[config.mk]
export PLATFORM = sky130hd
export DESIGN_NAME = lp_pool_flat
export DESIGN_NICKNAME = d
export VERILOG_FILES = /design/src/logic/phold_pkg.sv /design/src/logic/core_bus_if.sv /design/src/logic/lp_pool.sv /design/src/flat_wrapper.sv
export VERILOG_INCLUDE_DIRS = /design/src /design/src/include
export SDC_FILE = /design/constraint.sdc
export NUM_CORES = 1
export LEC_CHECK = 0
export BUFFER_PORTS_ARGS = -buffer_cell sky130_fd_sc_hd__buf_2
export CAP_MARGIN = 25
export CORE_MARGIN = 3
export CORE_UTILIZATION = 55
export CTS_BUF_LIST = sky130_fd_sc_hd__clkbuf_4
export DETAILED_ROUTE_END_ITERATION = 8
export HOLD_SLACK_MARGIN = 0.02
export PLACE_DENSITY = 0.95
export SLEW_MARGIN = 20
export SYNTH_ARGS = -nofsm -noshare
export SYNTH_HDL_FRONTEND = slang
export SYNTH_SLANG_ARGS = --single-unit
[constraint.sdc]
create_clock -name clk -period 3.8 [get_ports clk]
set_input_delay 0.19 -clock clk [delete_from_list [all_inputs] [get_ports clk]]
set_output_delay 0.19 -clock clk [all_outputs]
set_load 0.02 [all_outputs]
[src/include/phold_consts.svh]
`ifndef PHOLD_CONSTS_SVH
`define PHOLD_CONSTS_SVH

// engine sizing
`define PHOLD_NUM_CORE      4
`define PHOLD_NUM_LP        16     // also the queue depth
`define PHOLD_TIME_WID      16

// event generation
`define PHOLD_MIN_DELAY     4      // lookahead
`define PHOLD_DELAY_BITS    4      // random increment 0..15
`define PHOLD_EXEC_CYCLES   3

// run control
`define PHOLD_SIM_END_TIME  300
`define PHOLD_LFSR_SEED     16'hACE1

`endif
[src/logic/phold_pkg.sv]
`include "phold_consts.svh"

package phold_pkg;

   typedef logic [`PHOLD_TIME_WID-1:0] sim_time_t;
   typedef logic [$clog2(`PHOLD_NUM_LP)-1:0] lp_id_t;
   typedef logic [$clog2(`PHOLD_NUM_CORE)-1:0] core_id_t;

   // target lp in the upper bits, timestamp below
   typedef struct packed {
      lp_id_t    lp;
      sim_time_t ts;
   } event_msg_t;

   typedef enum logic [2:0] {
      IDLE, INIT, READY, RUNNING, FINISHED, DONE
   } sim_state_e;

   typedef enum logic [1:0] {
      FREE, EXEC, RETURN
   } core_state_e;

endpackage

[src/logic/core_bus_if.sv]
`timescale 1ns/10ps
`include "phold_consts.svh"

interface core_bus_if;
   import phold_pkg::*;

   localparam int N = `PHOLD_NUM_CORE;

   logic [N-1:0]       evt_vld;    // dispatch strobe per core
   event_msg_t         evt_msg;    // shared by all cores
   logic [N-1:0]       ready;
   logic [N-1:0]       done;
   event_msg_t [N-1:0] out_msg;
   logic [N-1:0]       ack;
   logic [N-1:0]       busy;
   sim_time_t [N-1:0]  busy_time;

   modport dispatch (output evt_vld, evt_msg, ack,
                     input  ready, done, out_msg);

   modport pool (input  evt_vld, evt_msg, ack,
                 output ready, done, out_msg, busy, busy_time);

   // min-time tap for the gvt logic
   modport gvt (input busy, busy_time);

endinterface

[src/logic/lp_pool.sv]
`timescale 1ns/10ps
`include "phold_consts.svh"

module lp_pool (
   input  logic        clk,
   input  logic        rst_n,
   input  logic [15:0] rnd,
   core_bus_if.pool    bus
);
   import phold_pkg::*;

   localparam int N     = `PHOLD_NUM_CORE;
   localparam int LP_W  = $bits(lp_id_t);
   localparam int RND_W = `PHOLD_DELAY_BITS + LP_W;   // increment then target lp
   localparam int CNT_W = $clog2(`PHOLD_EXEC_CYCLES + 1);

   for (genvar g = 0; g < N; g++) begin : gen_core
      core_state_e      cstate;
      logic [CNT_W-1:0] cnt;
      sim_time_t        evt_ts;
      logic [RND_W-1:0] rnd_q;
      event_msg_t       new_msg;
      logic             capture;

      assign capture = (cstate == FREE) && bus.evt_vld[g];

      always_ff @(posedge clk or negedge rst_n) begin
         if (!rst_n) begin
            cstate <= FREE;
            cnt    <= '0;
         end else begin
            case (cstate)
               FREE: begin
                  if (capture) begin
                     cstate <= EXEC;
                     cnt    <= CNT_W'(`PHOLD_EXEC_CYCLES - 1);
                  end
               end
               EXEC: begin
                  if (cnt == '0)
                     cstate <= RETURN;
                  else
                     cnt <= cnt - 1'b1;
               end
               default: begin
                  if (bus.ack[g])
                     cstate <= FREE;   // released the cycle after ack
               end
            endcase
         end
      end

      // event payload, only meaningful while busy
      always_ff @(posedge clk) begin
         if (capture) begin
            evt_ts <= bus.evt_msg.ts;
            rnd_q  <= rnd[RND_W-1:0];
         end
      end

      always_comb begin
         new_msg.lp = rnd_q[`PHOLD_DELAY_BITS +: LP_W];
         new_msg.ts = evt_ts + sim_time_t'(`PHOLD_MIN_DELAY)
                    + sim_time_t'(rnd_q[`PHOLD_DELAY_BITS-1:0]);
      end

      assign bus.ready[g]     = (cstate == FREE);
      assign bus.done[g]      = (cstate == RETURN);
      assign bus.busy[g]      = (cstate != FREE);
      assign bus.out_msg[g]   = new_msg;   // steady until acked
      assign bus.busy_time[g] = evt_ts;
   end

endmodule

[src/flat_wrapper.sv]
// flat-port wrapper written by rule: the top's interface ports become plain ports
module lp_pool_flat import phold_pkg::*;
  (clk, rst_n, rnd, bus_evt_vld, bus_evt_msg, bus_ack, bus_ready, bus_done, bus_out_msg, bus_busy, bus_busy_time);
  core_bus_if bus_i ();
  input  logic clk;
  input  logic rst_n;
  input  logic [15:0] rnd;
  input wire logic [$bits(bus_i.evt_vld)-1:0] bus_evt_vld;
  input wire logic [$bits(bus_i.evt_msg)-1:0] bus_evt_msg;
  input wire logic [$bits(bus_i.ack)-1:0] bus_ack;
  output wire logic [$bits(bus_i.ready)-1:0] bus_ready;
  output wire logic [$bits(bus_i.done)-1:0] bus_done;
  output wire logic [$bits(bus_i.out_msg)-1:0] bus_out_msg;
  output wire logic [$bits(bus_i.busy)-1:0] bus_busy;
  output wire logic [$bits(bus_i.busy_time)-1:0] bus_busy_time;
  assign bus_i.evt_vld = bus_evt_vld;
  assign bus_i.evt_msg = bus_evt_msg;
  assign bus_i.ack = bus_ack;
  assign bus_ready = bus_i.ready;
  assign bus_done = bus_i.done;
  assign bus_out_msg = bus_i.out_msg;
  assign bus_busy = bus_i.busy;
  assign bus_busy_time = bus_i.busy_time;
  lp_pool u_core (.clk(clk), .rst_n(rst_n), .rnd(rnd), .bus(bus_i));
endmodule
==> flow_summary.ini, run 1 <==
[global_route]
grt_first_pass_wirelength_mm = 21.65
first_global_vias = 4185
grt_overflow = 0
grt_max_degree = 23
grt_antenna_before_repair = 0
grtUsageTotal_pct = 25.15

[synthesis]
yosysMostFrequentCell = edfxtp_1
synth.distinct_cells = 34
yosysWarningCount = 0
ys_seq_elements = 112
synth_common_cells = edfxtp_1, inv_1, xnor2_1
synth_cells = 430
synth.top_cell.area_share_pct = 52.46
syn_nets = 516
synth_area_leaders = edfxtp_1, ha_1, dfrtp_1, xnor2_1, inv_1
ys_seq_area_share_pct = 59.74
async_flop_share_pct = 14.29
avgSynthCellArea_sq_um = 12.78
synthFlopType = edfxtp_1
synth_edf_count = 96
yosys.area.top_type = edfxtp_1
synth_area_sq_um = 5495

[timing]
setup-tns-final_ps = 0
final_hold_viol_count = 0
hold_slack_ps = 79.91
fin_worst_skew_ps = 34.01
rsz0062_at_grt = false
setup_viol = 0
min_period_ps = 3441
report.final.slew_viol_count = 0
max_freq_ghz = 0.2907
slew_headroom_pct = 41.36
fin_crit_sh_pct = 90.54
worst_pin_slew_ps = 879.6

[setup_path]
start_kind = flip-flop
crit_path_frequent_cell = ha_1
cp.required_ps = 3610
worst-path-max-fanout = 6
critPathKind = reg -> out
cp_top_family = adder cells
crit_slowest_cell = a21oi_1
critical_path_arrival_ps = 3250
path_buf_inv = 2
critPathCaptureType = output pin
slowest_delay_ps = 480
timing.critical_path.cells = ha_1 -> ha_1 -> inv_1 -> fa_1 -> nand2b_1 -> a21oi_1 -> nand4_1 -> xnor2_1 -> buf_2
reg2reg_slack_ps = 1610

[route]
drtIter0Drc = 308
vias = 4164
drtPass1Iterations = 5
wl_per_cell_microns = 18.15
viasPerCell = 5.359
finalWirelength_mm = 14.11
drc = 0
ant_nets = 0

[clocking]
cts_root_buf = clkbuf_4
clockBufferDepth = 2
clk-insertion-delay-late_ps = 470
numClockSinks = 112
path_clk_slew_ps = 190
cts_tree = done
h-tree-depth = 3
postCtsResizedCells = 0
cts_buffers = 9

[floorplanning]
ios = 202
start_util_pct = 58.10
die_x_microns = 106.0
chipHeight_microns = 106.0
core_area_sq_um = 9459
dieArea_sq_um = 11230
std_cell_rows = 35

[power]
netSwitchingPower_mw = 2.127
p_seq_share_pct = 40.2
leakage_nw = 3.077
vdd_drop_max_mv = 0.5558
total_power_mw = 4.762
power.share.switching_pct = 44.67
power_frac_clock_pct = 12.5
power_density_nw_per_um2 = 684.5
p_comb_share_pct = 47.4
p_int_mw = 2.635

[layout]
areaGrowthSynthToFinish_pct = 26.59
final_area_sq_um = 6957
drive_gt1_share_pct = 33.64
nNetsFinal = 729
utilization_pct = 73.55
num_antenna_cells = 0

[placed_design]
dp_hpwl_mm = 10.71
gp_congestion = 0.8885
place_area_sq_um = 6518
portBuffers = 189

[status]
status = completed

[worst_hold_path]
hold_class = in -> reg

[flow_run]
cap_violations = 0
-- final cells by class --
type,count,area (sq um)
Multi-Input combinational cell,255,1916
Timing Repair Buffer,222,1286
Inverter,43,161.4
Sequential cell,112,3283
Clock buffer,9,67.56
Clock inverter,7,81.33
Tap cell,129,161.4
Fill cell,638,2502
-- cells in the final DEF, fill, tap and decap left out, types with 13 or more instances in the layout --
master,count
ha_1,36
buf_2,189
edfxtp_1,96
dlygate4sd3_1,29
a21oi_1,15
nand2_1,27
dfrtp_1,16
xor2_1,13
xnor2_1,39
nor2_1,24
inv_1,43
-- routing by layer --
layer	routed length (microns)	part of all wire (%)	track usage [%]	up-vias
met5	0	0	0	-
met1	5123	36	27.33	1993
met3	953	6.8	5.464	38
met4	411	2.9	10.08	0
li1	-	-	-	1929
met2	7618	54	47.31	204
-- logic make-up (layout without fill, tap and decap cells) --
family / after synthesis / after routing / share of synthesized area [%]
simple gates: 109 / 109 / 10.34
fa+ha+maj: 40 / 40 / 9.654
flops: 112 / 112 / 59.74
mux: 7 / 7 / 1.275
xor+xnor: 52 / 52 / 8.288
buf+inv: 63 / 281 / 5.396
compound gates: 47 / 47 / 5.305
-- flip-flops by register name (all words and copies together) (netlist names) --
| signal | flops |
|---|---|
| u_core.gen_core.cstate | 8 |
| u_core.gen_core.cnt | 8 |
| u_core.gen_core.rnd_q | 32 |
| u_core.gen_core.evt_ts | 64 |
-- power groups by stage --
| stage | clock (mW) | combinational [mW] | sequential (mW) |
|---|---|---|---|
| global route | 0.656 | 2.44 | 1.94 |
| CTS | 0.599 | 2.26 | 1.90 |
| floorplan | 0 | 1.44 | 1.99 |
| global placement | 0 | 2.11 | 1.91 |
| detailed placement | 0 | 2.23 | 1.93 |
| finish | 0.595 | 2.26 | 1.91 |
-- metrics by stage --
stage	worst slack (ps)	cells
2_1_floorplan	1182	430
3_3_place_gp	1010	731
3_5_place_dp	907.4	732
4_1_cts	355.7	777
5_1_grt	133.0	777
6_report	359.4	777
-- tightest hold or removal path, delay by kind of cell --
kind                   cells  cell delay, ps
AOI/OAI and AO/OA          1             150
buffers and inverters      1             100
muxes                      1              70
-- final timing paths --
check,to,from,cells after the start
hold reg to reg,u_core.gen_core[1].cnt[1],u_core.gen_core[1].cstate[0],1
setup / recovery,bus_out_msg[15],u_core.gen_core[0].evt_ts[1],9
setup reg to reg,u_core.gen_core[0].evt_ts[7],u_core.gen_core[0].cstate[1],4
max in group asynchronous,u_core.gen_core[2].cstate[0],rst_n,2
min in group asynchronous,u_core.gen_core[1].cstate[1],rst_n,2
hold / removal,u_core.gen_core[0].cstate[0],bus_evt_vld[0],3
-- repair_timing --
action,4_1_cts,5_1_grt
hold buffers,29,0
setup endpoints to repair,0,0
setup buffers,0,0
hold endpoints to repair,120,0
Power figures use the tool's default switching activity.
==> inputs of run 2 (changes only) <==
==> constraint.sdc (replaced) <==
create_clock -name clk -period 3.8 [get_ports clk]
set_input_delay 0.19 -clock clk [delete_from_list [all_inputs] [get_ports clk]]
set_output_delay 0.19 -clock clk [all_outputs]
set_load 0.05 [all_outputs]
==> run 2 against run 1 <==
Compared with the run above:
- die area stayed put
- sequential power hardly changed
- maximum frequency is 2.9% lower
- hold slack worse by 4.3 ps
- cell count stayed put
- largest cell class unchanged
- highest routed layer unchanged
==> flow_summary.ini, run 2 (synthesized netlist as in run 1, its figures left out) <==
[route]
viasPerCell = 5.288
vias = 4109
ant_nets = 0
wl_per_cell_microns = 17.74
drtIter0Drc = 201
drtPass1Iterations = 5
finalWirelength_mm = 13.79
drc = 0

[placed_design]
gp_congestion = 0.8929
dp_hpwl_mm = 10.66
portBuffers = 189
place_area_sq_um = 6518

[floorplanning]
start_util_pct = 58.10
ios = 202
chipHeight_microns = 106.0
dieArea_sq_um = 11230
core_area_sq_um = 9459
die_x_microns = 106.0
std_cell_rows = 35

[status]
status = completed

[timing]
rsz0062_at_grt = false
slew_headroom_pct = 40.58
setup-tns-final_ps = 0
report.final.slew_viol_count = 0
worst_pin_slew_ps = 891.3
min_period_ps = 3545
final_hold_viol_count = 0
max_freq_ghz = 0.2821
fin_worst_skew_ps = 29.62
setup_viol = 0
fin_crit_sh_pct = 93.28

[global_route]
grt_max_degree = 22
grt_antenna_before_repair = 0
grt_first_pass_wirelength_mm = 21.75
grtUsageTotal_pct = 25.10
grt_overflow = 0
first_global_vias = 4276

[setup_path]
start_kind = flip-flop
critPathCaptureType = output pin
worst-path-max-fanout = 6
cp.required_ps = 3610
reg2reg_slack_ps = 1610
critPathKind = reg -> out
critical_path_arrival_ps = 3350

[power]
vdd_drop_max_mv = 0.5978
leakage_nw = 3.074
power_density_nw_per_um2 = 826.6

[clocking]
post-cts-setup-buffer-count = 0
h-tree-depth = 3
cts_root_buf = clkbuf_4
path_clk_slew_ps = 180
clk-insertion-delay-late_ps = 470
cts_tree = done
numClockSinks = 112
clockBufferDepth = 2
cts_buffers = 9

[flow_run]
cap_violations = 0

[layout]
drive_gt1_share_pct = 33.64
layout_common_cells = buf_2, edfxtp_1, inv_1
top_register = u_core.gen_core.evt_ts
nNetsFinal = 729
final_area_sq_um = 6949
fillers = 637
final_common_cell = buf_2
top_regs = u_core.gen_core.evt_ts x64, u_core.gen_core.rnd_q x32
largest_reg_flops = 64
num_antenna_cells = 0
areaGrowthSynthToFinish_pct = 26.46

[worst_hold_path]
hold_class = in -> reg
[run 2: cell counts in the layout (fill, tap and decap cells not counted)]
No cell type changed its count.
[run 2: worst paths after layout]
| path | end | cells after the start | startpoint |
|---|---|---|---|
| setup reg to reg | u_core.gen_core[0].evt_ts[7] | 4 | u_core.gen_core[0].cstate[1] |
| min in group asynchronous | u_core.gen_core[1].cstate[1] | 2 | rst_n |
| max in group asynchronous | u_core.gen_core[3].cnt[1] | 2 | rst_n |
| hold reg to reg | u_core.gen_core[0].cnt[1] | 1 | u_core.gen_core[0].cstate[0] |
| hold / removal | u_core.gen_core[2].cstate[0] | 3 | bus_evt_vld[2] |
| setup / recovery | bus_out_msg[15] | 9 | u_core.gen_core[0].evt_ts[1] |
[run 2: final cells by class]
| class | instances | area (sq um) | share of cell area (%) |
|---|---|---|---|
| Clock buffer | 9 | 67.56 | 0.9723 |
| Inverter | 43 | 161.4 | 2.323 |
| Multi-Input combinational cell | 255 | 1916 | 27.57 |
| Tap cell | 129 | 161.4 | 2.323 |
| Timing Repair Buffer | 222 | 1286 | 18.51 |
| Clock inverter | 7 | 73.82 | 1.062 |
| Sequential cell | 112 | 3283 | 47.25 |
[run 2: critical path: stages, from the launching register on]
cell	delay (ps)
edfxtp_1	440
ha_1	300
ha_1	240
inv_1	80
fa_1	410
nand2b_1	160
a21oi_1	460
nand4_1	230
xnor2_1	260
buf_2	310
[run 2: metrics by stage]
step | hold slack [ps] | utilization, % | cells | setup slack (ps) | total power, mW
2_1_floorplan | -105.6 | - | 430 | 570.1 | 4.433
3_3_place_gp | 117.8 | 68.61 | 731 | 913.9 | 5.016
3_5_place_dp | 126.1 | 68.90 | 732 | 828.0 | 5.164
4_1_cts | 48.77 | 73.47 | 777 | 275.8 | 5.757
5_1_grt | 63.26 | 73.47 | 777 | 138.7 | 6.025
6_report | 75.58 | 73.47 | 777 | 255.2 | 5.744
[run 2: power by group]
part | switching (mW) | leakage [nW] | internal (mW) | total [mW]
clock | 0.424 | 0.0777 | 0.157 | 0.581
combinational | 2.45 | 1.92 | 0.809 | 3.25
sequential | 0.239 | 1.08 | 1.67 | 1.91
total | 3.11 | 3.07 | 2.64 | 5.74
[run 2: timing repair]
item | CTS | global route
endpoints found under the hold margin | 120 | 0
resized for setup | 0 | 0
hold buffers | 29 | 0
[run 2: routing by layer]
layer	track usage, %	vias up	wire (microns)
li1	-	1927	-
met1	27.79	1967	5120
met2	46.68	179	7399
met3	4.918	36	899
met4	10.82	0	364
met5	0	-	0
==> inputs of run 3 (changes only) <==
--- a/config.mk
+++ b/config.mk
@@ -9,11 +9,10 @@
 export BUFFER_PORTS_ARGS = -buffer_cell sky130_fd_sc_hd__buf_2
 export CAP_MARGIN = 25
 export CORE_MARGIN = 3
-export CORE_UTILIZATION = 55
-export CTS_BUF_LIST = sky130_fd_sc_hd__clkbuf_4
+export CORE_UTILIZATION = 54
 export DETAILED_ROUTE_END_ITERATION = 8
 export HOLD_SLACK_MARGIN = 0.02
-export PLACE_DENSITY = 0.95
+export PLACE_DENSITY = 0.93
 export SLEW_MARGIN = 20
 export SYNTH_ARGS = -nofsm -noshare
 export SYNTH_HDL_FRONTEND = slang
==> run 3 against run 2 <==
Compared with the run above:
- via count shrank 2.8%
- power increased by 2.1%
- clock skew shrank 21 ps
- routed wire length shrank 5.7%
- final area decreased by 2.4%
- critical path depth did not move
- combinational power down 2%
- largest power group unchanged
==> flow_summary.ini, run 3 (synthesized netlist as in run 1, its figures left out) <==
[floorplanning]
start_util_pct = 55.96
die_x_microns = 106.9
chipHeight_microns = 106.9
core_area_sq_um = 9819
std_cell_rows = 36
dieArea_sq_um = 11420
ios = 202

[clocking]
path_clk_slew_ps = 100
cts_buffers = 9
post-cts-setup-buffer-count = 0
cts_root_buf = clkbuf_8
clockBufferDepth = 2
numClockSinks = 112
clk-insertion-delay-late_ps = 360
h-tree-depth = 3
cts_tree = done

[timing]
min_period_ps = 3255
hold_slack_ps = 42.74
slew_headroom_pct = 57.74
setup_viol = 0
fin_crit_sh_pct = 85.66
final_hold_viol_count = 0
fin_worst_skew_ps = 8.226
rsz0062_at_grt = false
worst_pin_slew_ps = 633.9
setup_slack_ps = 544.8
setup-tns-final_ps = 0
report.final.slew_viol_count = 0
max_freq_ghz = 0.3072

[setup_path]
crit_slowest_cell = a21oi_1
slowest_delay_ps = 500
cp.required_ps = 3610
timing.critical_path.cells = ha_1 -> ha_1 -> inv_1 -> fa_1 -> nand2b_1 -> a21oi_1 -> and3_1 -> xor2_1 -> buf_2
critical_path_arrival_ps = 3070
cp_top_family = adder cells
crit_path_frequent_cell = ha_1
worst-path-max-fanout = 6
path_buf_inv = 2
critPathKind = reg -> out
critPathCaptureType = output pin
start_kind = flip-flop

[layout]
final_area_sq_um = 6783
drive_gt1_share_pct = 34.40
utilization_pct = 69.07
largest_reg_flops = 64
final_common_cell = buf_2
fin_cells = 758
areaGrowthSynthToFinish_pct = 23.43
top_regs = u_core.gen_core.evt_ts x64, u_core.gen_core.rnd_q x32
nNetsFinal = 706
num_antenna_cells = 0
layout_common_cells = buf_2, edfxtp_1, inv_1
top_register = u_core.gen_core.evt_ts

[placed_design]
place_area_sq_um = 6510
gp_congestion = 0.8302
dp_slack_ps = 927.5
dp_hpwl_mm = 10.19
place_inst = 736
portBuffers = 189

[route]
drtIter0Drc = 272
finalWirelength_mm = 12.99
vias = 3996
ant_nets = 0
wl_per_cell_microns = 17.14
drc = 0
drtPass1Iterations = 5
viasPerCell = 5.272

[global_route]
first_global_vias = 4001
grtUsageTotal_pct = 22.57
grt_max_degree = 23
grt_first_pass_wirelength_mm = 19.71
grt_antenna_before_repair = 0
grt_overflow = 0

[power]
total_power_mw = 5.864
leakage_nw = 3.001
power_density_nw_per_um2 = 864.5
vdd_drop_max_mv = 0.7664

[flow_run]
cap_violations = 0

[status]
status = completed

[worst_hold_path]
hold_class = in -> reg
## run 3: changes by cell type in the layout (fill, tap and decap cells not counted), sizes merged
cell / previous run / this run
bufinv: 0 / 2
clkbuf: 9 / 11
dlygate4sd3: 29 / 6
inv: 47 / 43
## run 3: final cells by class
cell class	count	area, sq um
Tap cell	133	166.4
Timing Repair Buffer	199	1044
Clock inverter	5	81.33
Clock buffer	11	131.4
Fill cell	732	3037
Sequential cell	112	3283
Multi-Input combinational cell	255	1916
Inverter	43	161.4
## run 3: worst reg2reg max path: stages (launching register included)
cell and delay [ps]:
dfrtp_1 470, or2_2 330, inv_1 70, and2_1 490, buf_4 350
## run 3: final timing paths
| path | start | end | slack (ps) | cells past startpoint |
|---|---|---|---|---|
| min in group asynchronous | rst_n | u_core.gen_core[1].cstate[0] | 260 | 2 |
| worst min register to register | u_core.gen_core[3].cnt[1] | u_core.gen_core[3].cnt[1] | 560 | 2 |
| worst max-delay path | u_core.gen_core[2].evt_ts[1] | bus_out_msg[47] | 540 | 9 |
| worst max register to register | u_core.gen_core[1].cstate[1] | u_core.gen_core[1].rnd_q[5] | 1770 | 4 |
| worst min-delay path | rnd[5] | u_core.gen_core[1].rnd_q[5] | 40 | 1 |
| max in group asynchronous | rst_n | u_core.gen_core[3].cnt[0] | 3270 | 2 |
## run 3: layer usage
layer | vias to the layer above | GRT usage (%) | share of wire (%)
li1 | 1870 | - | -
met5 | - | 0 | 0
met2 | 150 | 39.48 | 51
met1 | 1952 | 26.96 | 39
met4 | 0 | 10.32 | 2.7
met3 | 24 | 4.395 | 7.0
## run 3: power by group
| group | leakage (nW) | switching, mW | internal [mW] |
|---|---|---|---|
| Combinational | 1.82 | 2.42 | 0.781 |
| Sequential | 1.08 | 0.235 | 1.67 |
| Clock | 0.105 | 0.382 | 0.373 |
## run 3: timing repair
action                                  in CTS  in global routing
endpoints found under the setup margin       0                  0
hold endpoints to repair                    28                  0
hold buffers                                 6                  0
resized for setup                            0                  0
